[src/source/cpu_pkg.sv]
`default_nettype none

package cpu_pkg;

	localparam int xlen = 32;
	localparam int reg_count = 32;
	localparam int reg_addr_width = 5;
	localparam int imm_width = 24;
	localparam logic [xlen-1:0] pc_step = 32'd4;

	// major opcode, instruction bits 30:25
	typedef enum logic [5:0] {
		ty_base = 6'b100000,
		addi    = 6'b101000,
		ori     = 6'b101100,
		xori    = 6'b101011,
		movi    = 6'b100010,
		lwi     = 6'b000010,
		swi     = 6'b001010,
		ty_ls   = 6'b011100,
		ty_b    = 6'b100110,
		jj      = 6'b100100
	} opcode_t;

	// ty_base sub-opcode, bits 4:0
	typedef enum logic [4:0] {
		add    = 5'b00000,
		sub    = 5'b00001,
		and_op = 5'b00010,
		xor_op = 5'b00011,
		or_op  = 5'b00100,
		slli   = 5'b01000,
		srli   = 5'b01001,
		rotri  = 5'b01011
	} base_subop_t;

	// ty_ls sub-opcode, bits 7:0
	typedef enum logic [7:0] {
		lw = 8'b00000010,
		sw = 8'b00001010
	} ls_subop_t;

	typedef enum logic [2:0] {
		fetch,
		decode,
		execute,
		memaccess,
		writeback
	} phase_t;

	typedef enum logic [2:0] {
		src2_rb_data,
		src2_imm,
		src2_lsw_index,
		src2_lswi_offset,
		src2_branch,
		src2_none
	} alu_src2_t;

	typedef enum logic [2:0] {
		ext_imm5_ze,
		ext_imm15_se,
		ext_imm15_ze,
		ext_imm20_se,
		ext_none
	} imm_ext_t;

	typedef enum logic [1:0] {
		wb_alu_result,
		wb_imm_data,
		wb_load_data,
		wb_none
	} wb_src_t;

	typedef enum logic [3:0] {
		alu_pass,
		alu_add,
		alu_sub,
		alu_and,
		alu_or,
		alu_xor,
		alu_srl,
		alu_sll,
		alu_rotr
	} alu_op_t;

	// one decoded instruction
	typedef struct packed {
		alu_op_t alu_op;
		alu_src2_t alu_src2;
		imm_ext_t imm_ext;
		wb_src_t wb_src;
		logic dm_read;
		logic dm_write;
		logic reg_write;
		logic is_branch;
		logic branch_ne;
		logic is_jump;
		logic [1:0] sv;
		logic [reg_addr_width-1:0] ra;
		logic [reg_addr_width-1:0] rb;
		logic [reg_addr_width-1:0] rt;
		logic [imm_width-1:0] imm;
	} ctrl_t;

	typedef struct packed {
		logic [xlen-1:0] addr;
		logic [xlen-1:0] wdata;
		logic write;
	} mem_req_t;

endpackage

`default_nettype wire

[src/source/controller.sv]
`default_nettype none

module controller
	import cpu_pkg::*;
(
	input  logic            clock,
	input  logic            reset,
	output logic            imem_req,
	output logic [xlen-1:0] imem_addr,
	input  logic            imem_ack,
	input  logic [xlen-1:0] imem_rdata,
	output logic            dmem_req,
	output mem_req_t        dmem_out,
	input  logic            dmem_ack,
	input  logic [xlen-1:0] dmem_rdata,
	input  logic            branch_taken,
	input  logic [xlen-1:0] branch_target,
	input  logic [xlen-1:0] mem_addr,
	input  logic [xlen-1:0] rt_data,
	output ctrl_t           ctrl,
	output logic            reg_wr_en,
	output logic [xlen-1:0] load_data
);

	phase_t phase;
	logic [xlen-1:0] pc;
	logic [xlen-1:0] ir;
	logic imem_done;
	logic mem_op;
	ctrl_t decoded;
	opcode_t opcode;
	base_subop_t base_subop;
	ls_subop_t ls_subop;

	assign opcode = opcode_t'(ir[30:25]);
	assign base_subop = base_subop_t'(ir[4:0]);
	assign ls_subop = ls_subop_t'(ir[7:0]);

	// pc is held stable for the whole instruction
	assign imem_addr = pc;
	assign mem_op = ctrl.dm_read || ctrl.dm_write;
	assign reg_wr_en = (phase == writeback) && ctrl.reg_write;

	// unknown encodings fall through as no-ops
	always_comb begin
		decoded = '0;
		decoded.alu_op = alu_pass;
		decoded.alu_src2 = src2_none;
		decoded.imm_ext = ext_none;
		decoded.wb_src = wb_none;
		decoded.sv = ir[9:8];
		decoded.ra = ir[19:15];
		decoded.rb = ir[14:10];
		decoded.rt = ir[24:20];
		decoded.imm = ir[23:0];
		case (opcode)
			ty_base: begin
				decoded.alu_src2 = src2_rb_data;
				decoded.wb_src = wb_alu_result;
				decoded.reg_write = 1'b1;
				case (base_subop)
					add:    decoded.alu_op = alu_add;
					sub:    decoded.alu_op = alu_sub;
					and_op: decoded.alu_op = alu_and;
					or_op:  decoded.alu_op = alu_or;
					xor_op: decoded.alu_op = alu_xor;
					srli, slli, rotri: begin
						decoded.alu_src2 = src2_imm;
						decoded.imm_ext = ext_imm5_ze;
						decoded.alu_op = (base_subop == srli) ? alu_srl :
							(base_subop == slli) ? alu_sll : alu_rotr;
					end
					default: begin
						decoded.reg_write = 1'b0;
						decoded.wb_src = wb_none;
					end
				endcase
			end
			addi, ori, xori: begin
				decoded.alu_src2 = src2_imm;
				decoded.wb_src = wb_alu_result;
				decoded.reg_write = 1'b1;
				decoded.imm_ext = (opcode == addi) ? ext_imm15_se : ext_imm15_ze;
				decoded.alu_op = (opcode == addi) ? alu_add :
					(opcode == ori) ? alu_or : alu_xor;
			end
			movi: begin
				decoded.alu_src2 = src2_imm;
				decoded.imm_ext = ext_imm20_se;
				decoded.wb_src = wb_imm_data;
				decoded.reg_write = 1'b1;
			end
			lwi, swi: begin
				decoded.alu_op = alu_add;
				decoded.alu_src2 = src2_lswi_offset;
				decoded.dm_read = (opcode == lwi);
				decoded.dm_write = (opcode == swi);
				decoded.reg_write = (opcode == lwi);
				decoded.wb_src = (opcode == lwi) ? wb_load_data : wb_none;
			end
			ty_ls: begin
				decoded.alu_op = alu_add;
				decoded.alu_src2 = src2_lsw_index;
				decoded.dm_read = (ls_subop == lw);
				decoded.dm_write = (ls_subop == sw);
				decoded.reg_write = (ls_subop == lw);
				decoded.wb_src = (ls_subop == lw) ? wb_load_data : wb_none;
			end
			ty_b: begin
				decoded.alu_op = alu_sub;
				decoded.alu_src2 = src2_branch;
				decoded.is_branch = 1'b1;
				decoded.branch_ne = ir[14];
			end
			jj:      decoded.is_jump = 1'b1;
			default: decoded.alu_op = alu_pass;
		endcase
	end

	always_ff @(posedge clock or posedge reset) begin
		if (reset) begin
			phase <= fetch;
			pc <= '0;
			imem_req <= 1'b0;
			dmem_req <= 1'b0;
			imem_done <= 1'b0;
			ctrl <= '0;
		end else begin
			case (phase)
				fetch: begin
					if (imem_req) begin
						if (imem_ack) begin
							imem_req <= 1'b0;
							imem_done <= 1'b1;
						end
					end else if (!imem_ack) begin
						// ack low again means start or finish
						if (imem_done) begin
							imem_done <= 1'b0;
							phase <= decode;
						end else begin
							imem_req <= 1'b1;
						end
					end
				end
				decode: begin
					ctrl <= decoded;
					phase <= execute;
				end
				execute: begin
					dmem_req <= mem_op;
					phase <= memaccess;
				end
				memaccess: begin
					if (!mem_op) begin
						phase <= writeback;
					end else if (dmem_req) begin
						if (dmem_ack) begin
							dmem_req <= 1'b0;
						end
					end else if (!dmem_ack) begin
						phase <= writeback;
					end
				end
				writeback: begin
					pc <= branch_taken ? branch_target : pc + pc_step;
					imem_req <= 1'b1;
					phase <= fetch;
				end
				default: phase <= fetch;
			endcase
		end
	end

	// payload registers
	always_ff @(posedge clock) begin
		if (phase == fetch && imem_req && imem_ack) begin
			ir <= imem_rdata;
		end
		if (phase == execute) begin
			dmem_out.addr <= mem_addr;
			dmem_out.wdata <= rt_data;
			dmem_out.write <= ctrl.dm_write;
		end
		if (phase == memaccess && dmem_req && dmem_ack) begin
			load_data <= dmem_rdata;
		end
	end

	// only one bus active at a time
	assert property (@(posedge clock) disable iff (reset) !(imem_req && dmem_req));

	// req holds until ack is seen
	assert property (@(posedge clock) disable iff (reset)
		imem_req && !imem_ack |=> imem_req);
	assert property (@(posedge clock) disable iff (reset)
		dmem_req && !dmem_ack |=> dmem_req);

endmodule

`default_nettype wire

[src/source/cpu_core.sv]
`default_nettype none

module cpu_core
	import cpu_pkg::*;
(
	input  logic            clock,
	input  logic            reset,
	output logic            imem_req,
	output logic [xlen-1:0] imem_addr,
	input  logic            imem_ack,
	input  logic [xlen-1:0] imem_rdata,
	output logic            dmem_req,
	output mem_req_t        dmem_out,
	input  logic            dmem_ack,
	input  logic [xlen-1:0] dmem_rdata
);

	ctrl_t ctrl;
	logic reg_wr_en;
	logic [xlen-1:0] ra_data;
	logic [xlen-1:0] rb_data;
	logic [xlen-1:0] rt_data;
	logic [xlen-1:0] load_data;
	logic [xlen-1:0] mem_addr;
	logic branch_taken;
	logic [xlen-1:0] branch_target;
	logic [xlen-1:0] wb_value;

	controller controller_inst (
		.clock         (clock),
		.reset         (reset),
		.imem_req      (imem_req),
		.imem_addr     (imem_addr),
		.imem_ack      (imem_ack),
		.imem_rdata    (imem_rdata),
		.dmem_req      (dmem_req),
		.dmem_out      (dmem_out),
		.dmem_ack      (dmem_ack),
		.dmem_rdata    (dmem_rdata),
		.branch_taken  (branch_taken),
		.branch_target (branch_target),
		.mem_addr      (mem_addr),
		.rt_data       (rt_data),
		.ctrl          (ctrl),
		.reg_wr_en     (reg_wr_en),
		.load_data     (load_data)
	);

	register_file register_file_inst (
		.clock   (clock),
		.reset   (reset),
		.ra      (ctrl.ra),
		.rb      (ctrl.rb),
		.rt      (ctrl.rt),
		.wr_en   (reg_wr_en),
		.wr_data (wb_value),
		.ra_data (ra_data),
		.rb_data (rb_data),
		.rt_data (rt_data)
	);

	// imem_addr is the current pc
	execute_unit execute_unit_inst (
		.ctrl          (ctrl),
		.pc            (imem_addr),
		.ra_data       (ra_data),
		.rb_data       (rb_data),
		.rt_data       (rt_data),
		.load_data     (load_data),
		.mem_addr      (mem_addr),
		.branch_taken  (branch_taken),
		.branch_target (branch_target),
		.wb_value      (wb_value)
	);

endmodule

`default_nettype wire

[src/source/execute_unit.sv]
`default_nettype none

module execute_unit
	import cpu_pkg::*;
(
	input  ctrl_t           ctrl,
	input  logic [xlen-1:0] pc,
	input  logic [xlen-1:0] ra_data,
	input  logic [xlen-1:0] rb_data,
	input  logic [xlen-1:0] rt_data,
	input  logic [xlen-1:0] load_data,
	output logic [xlen-1:0] mem_addr,
	output logic            branch_taken,
	output logic [xlen-1:0] branch_target,
	output logic [xlen-1:0] wb_value
);

	logic [xlen-1:0] imm_value;
	logic [xlen-1:0] operand2;
	logic [xlen-1:0] alu_result;
	logic [2*xlen-1:0] rot_wide;
	logic [4:0] shamt;
	logic [xlen-1:0] branch_offset;
	logic [xlen-1:0] jump_offset;
	logic operands_equal;

	always_comb begin
		case (ctrl.imm_ext)
			ext_imm5_ze:  imm_value = xlen'(ctrl.imm[14:10]);
			ext_imm15_se: imm_value = xlen'(signed'(ctrl.imm[14:0]));
			ext_imm15_ze: imm_value = xlen'(ctrl.imm[14:0]);
			ext_imm20_se: imm_value = xlen'(signed'(ctrl.imm[19:0]));
			default:      imm_value = '0;
		endcase
	end

	always_comb begin
		case (ctrl.alu_src2)
			src2_rb_data:     operand2 = rb_data;
			src2_imm:         operand2 = imm_value;
			src2_lsw_index:   operand2 = rb_data << ctrl.sv;
			src2_lswi_offset: operand2 = xlen'(signed'(ctrl.imm[14:0])) << 2;
			// branch compares rt against ra
			src2_branch:      operand2 = rt_data;
			default:          operand2 = '0;
		endcase
	end

	assign shamt = operand2[4:0];
	assign rot_wide = {ra_data, ra_data} >> shamt;

	always_comb begin
		case (ctrl.alu_op)
			alu_add:  alu_result = ra_data + operand2;
			alu_sub:  alu_result = ra_data - operand2;
			alu_and:  alu_result = ra_data & operand2;
			alu_or:   alu_result = ra_data | operand2;
			alu_xor:  alu_result = ra_data ^ operand2;
			alu_srl:  alu_result = ra_data >> shamt;
			alu_sll:  alu_result = ra_data << shamt;
			alu_rotr: alu_result = rot_wide[xlen-1:0];
			default:  alu_result = operand2;
		endcase
	end

	// loads and stores set up an add
	assign mem_addr = alu_result;

	assign operands_equal = (alu_result == '0);
	assign branch_offset = xlen'(signed'(ctrl.imm[13:0])) << 1;
	// jump is pc relative too
	assign jump_offset = xlen'(signed'(ctrl.imm[23:0])) << 1;

	assign branch_taken = ctrl.is_jump ||
		(ctrl.is_branch && (ctrl.branch_ne ? !operands_equal : operands_equal));
	assign branch_target = ctrl.is_jump ? pc + jump_offset : pc + branch_offset;

	always_comb begin
		case (ctrl.wb_src)
			wb_alu_result: wb_value = alu_result;
			wb_imm_data:   wb_value = imm_value;
			wb_load_data:  wb_value = load_data;
			default:       wb_value = '0;
		endcase
	end

endmodule

`default_nettype wire

[src/source/register_file.sv]
`default_nettype none

module register_file
	import cpu_pkg::*;
(
	input  logic                      clock,
	input  logic                      reset,
	input  logic [reg_addr_width-1:0] ra,
	input  logic [reg_addr_width-1:0] rb,
	input  logic [reg_addr_width-1:0] rt,
	input  logic                      wr_en,
	input  logic [xlen-1:0]           wr_data,
	output logic [xlen-1:0]           ra_data,
	output logic [xlen-1:0]           rb_data,
	output logic [xlen-1:0]           rt_data
);

	logic [xlen-1:0] regs [reg_count];

	// writes always target rt
	always_ff @(posedge clock or posedge reset) begin
		if (reset) begin
			for (int i = 0; i < reg_count; i++) begin
				regs[i] <= '0;
			end
		end else if (wr_en) begin
			regs[rt] <= wr_data;
		end
	end

	// asynchronous reads
	assign ra_data = regs[ra];
	assign rb_data = regs[rb];
	assign rt_data = regs[rt];

endmodule

`default_nettype wire

[config.mk]
export PLATFORM = sky130hd
export DESIGN_NAME = cpu_core
export DESIGN_NICKNAME = d
export VERILOG_FILES = /design/src/source/cpu_pkg.sv /design/src/source/controller.sv /design/src/source/cpu_core.sv /design/src/source/execute_unit.sv /design/src/source/register_file.sv
export SDC_FILE = /design/constraint.sdc
export NUM_CORES = 2
export LEC_CHECK = 0
export ABC_AREA = 1
export ABC_CLOCK_PERIOD_IN_PS = 47800
export BUFFER_PORTS_ARGS = -buffer_cell sky130_fd_sc_hd__buf_4
export CAP_MARGIN = 5
export CORE_MARGIN = 2
export CORE_UTILIZATION = 40
export CTS_BUF_LIST = sky130_fd_sc_hd__clkbuf_2 sky130_fd_sc_hd__clkbuf_4 sky130_fd_sc_hd__clkbuf_8
export DETAILED_ROUTE_END_ITERATION = 8
export PLACE_DENSITY_LB_ADDON = 0.12
export SLEW_MARGIN = 20
export SYNTH_ARGS = -nofsm -noshare
export SYNTH_HDL_FRONTEND = slang
export SYNTH_HIERARCHICAL = 1
export SYNTH_SLANG_ARGS = --single-unit
[constraint.sdc]
create_clock -name clock -period 47.8 [get_ports clock]
set_input_delay 7.17 -clock clock [delete_from_list [all_inputs] [get_ports clock]]
set_output_delay 7.17 -clock clock [all_outputs]
set_load 0.03 [all_outputs]
==> metrics.txt <==
initial antenna violation count 23; flip-flop and latch count after synthesis between 1000 and 1500; antenna viol nets, final 0; P_leak 0.04308 uW; GRT Overall Usage between 30% and 40%; Area Overhead vs Synth 8.627%; total CTS buffers 224; f_max approximately 0.083 GHz; main combinational cell family by area after synthesis simple AND/OR/NAND/NOR gates; post-synth top area share 31.72%; Post-CTS Resized 0; drt pass-1 iters 7; Nets 13480; Setup TNS Final 0 ns; syn_nets between 10000 and 15000; mux cell area share after synthesis 0%; Synth Instances ~14000; HPWL after detailed placement between 200000 and 300000 um; Clock Tree Root clkbuf_8; CTS Hold Bufs 0; relative slew slack between 10% and 20%; pwr dens ~70 nW/um2; Worst setup SP type flop; vias per cell 6.085; largest net degree at the start of global routing 170; Synth area leader dfrtp_1; Slew Viols, Final 0; RSZ-0062 raised after global routing no; H-tree Lvls 4; DIE AREA 221700 um2; vias 99410; Max FO, Critical Path 64; Synth area leaders dfrtp_1, nand2_1, nand3_1, o21ai_0, edfxtp_1; WP buf/inv 8; part of the cycle the worst path needs 25.13%; Worst-Skew Late Latency 1.07 ns; synth unique cells 59; CTS tree done; CP most frequent cell nand2_1; most common cell after layout, fill and taps aside nand2_1; deepest clock path buffer count 3; share of cells above drive strength 1 7.047%; Reg2Reg Depth 46; critical path depth 46; Critical Path RT just under 50 ns; wire per inst approximately 27 um; DP Area 89660 um2; WP data arrival 12.96 ns; Hold Crit Class flop to flop; clock sinks 1233; DRC 0; r2r endpoint controller_inst/imem_addr[11]; Post-Syn Area per Cell 6.329 um2; min-delay src controller_inst/ir[17]; Initial DRC Count 15960; max_cap viols 0; wire length of the first global-routing pass 626100 um; simple-gate portion of the synthesized area 45.24%; most frequent cells in the layout nand2_1, nand3_1, dfrtp_1; Crit Path Class flop to flop; final setup vio count 0; Crit path largest cell delay 0.86 ns; CP max-delay cell dfrtp_4; Ys Warns 6; clock-pin slew on the worst setup and hold paths 0.06 ns; outcome complete, no violations; vias in the first global route 92170; worst slew pin tran between 1 and 1.5 ns; post-synthesis adder-cell area fraction 1.883%; Critical path origin controller_inst/ctrl[29]; Crit. End Element flop; row cnt between 150 and 200; Worst Skew approximately 0.09 ns; VDD IR max approximately 0.055 mV; initial core utilization 40.18%; Placer Congestion 1.005; die height 470.8 um; cell family with most CP delay simple AND/OR/NAND/NOR gates; Chip Width 470.8 um; Final Hold Violating Endpoints 0; total setup buffers inserted after CTS 0; Synth Area in XOR/XNOR less than 1%; total core area approximately 220000 um2; r2r startpoint controller_inst/ctrl[29]; IO Count approximately 170; GRT Residual Overflow 0; Critical Path End controller_inst/imem_addr[11]; flop-to-flop setup slack 35.79 ns; drt total wl 433200 um; register area share after synthesis 36.13%; mapped cell area just under 90000 um2; Final Cell Area 94700 um2; post-synthesis compound-gate area fraction 9.104%; IO Port Bufs 165; post-route minimum period 12.01 ns
[how the worst min path moves through the flow]
| stage | to | depth (start not counted) |
|---|---|---|
| after floorplan | controller_inst/ctrl[28] | 2 |
| after global placement | controller_inst/ctrl[36] | 2 |
| after detailed placement | controller_inst/ctrl[27] | 2 |
| after CTS | controller_inst/ctrl[36] | 2 |
| after global routing | controller_inst/ctrl[27] | 2 |
| final | controller_inst/ctrl[36] | 2 |
[final cells by class]
class                           count  area, um2
Sequential cell                  1233      31540
Timing Repair Buffer              373       3049
Clock inverter                     64      639.4
Fill cell                       22940     122300
Tap cell                         2854       3571
Multi-Input combinational cell  11030      49920
Antenna cell                       15      37.54
Inverter                          422       1645
Clock buffer                      346       4305
[worst min-delay path, cell delays in order, from the launching register on]
cell,delay (ns)
edfxtp_1,0.32
nand2_1,0.05
nand2_1,0.05
[cell usage after synthesis (all sizes together)]
master	number
nor3	29
buf	264
o21ai	1199
o2111ai	1
a221oi	20
a211oi	5
o21a	6
nand2	5841
nand3	2724
or2	13
o211ai	15
a22oi	8
a22o	2
o311ai	1
clkinv	4
xnor2	10
a41oi	1
xor2	57
nand4	237
edfxtp	128
fa	2
a21o	9
a221o	5
nand3b	9
clkbuf	826
nor4	5
ha	128
o22ai	3
nor2	461
a21oi	194
inv	418
a21boi	9
dfrtp	1105
a32oi	5
o21bai	8
o221a	1
o221ai	3
o31ai	6
o211a	1
a31oi	11
[through the flow]
stage	utilization (%)	cells	worst slack (ns)	hold slack [ns]	power, uW
3_3_place_gp	41.32	15910	35.65	0.4379	5322
5_1_grt	43.64	16330	35.29	0.4778	6899
3_5_place_dp	41.33	15910	35.56	0.4442	5323
6_report	43.65	16340	35.79	0.4424	6622
4_1_cts	43.61	16320	36.21	0.4506	6465
2_1_floorplan	-	13770	11.81	0.4254	3756
[kinds of logic (layout without fill, tap and decap cells)]
group | Yosys count | in the layout
flops | 1233 | 1233
fa+ha+maj | 130 | 130
compound gates | 1513 | 1513
simple gates | 9319 | 9319
buf+inv | 1512 | 1205
other cells | 0 | 15
xor+xnor | 67 | 67
[metal layers]
layer	GRT usage, %	wire [um]	part of all wire (%)	vias up
met5	0	87	0.020	-
met4	25.19	32120	7.4	12
met3	8.948	51580	12	1412
met2	55.15	180600	42	6685
met1	49.39	168800	39	46910
li1	-	-	-	44390
[power by group]
part	internal (uW)	switching, uW	total [uW]
Clock	616	511	1130
Combinational	967	3260	4230
Sequential	1140	128	1270
Total	2720	3900	6620
[sequential cells by signal, indices dropped and copies added (netlist names)]
register,cells
controller_inst/ctrl,43
controller_inst/dmem_out,65
controller_inst/dmem_req,1
controller_inst/imem_addr,32
controller_inst/imem_done,1
controller_inst/imem_req,1
controller_inst/ir,31
controller_inst/load_data,32
controller_inst/phase,3
register_file_inst/regs,1024
(Power assumes the default switching activity.)
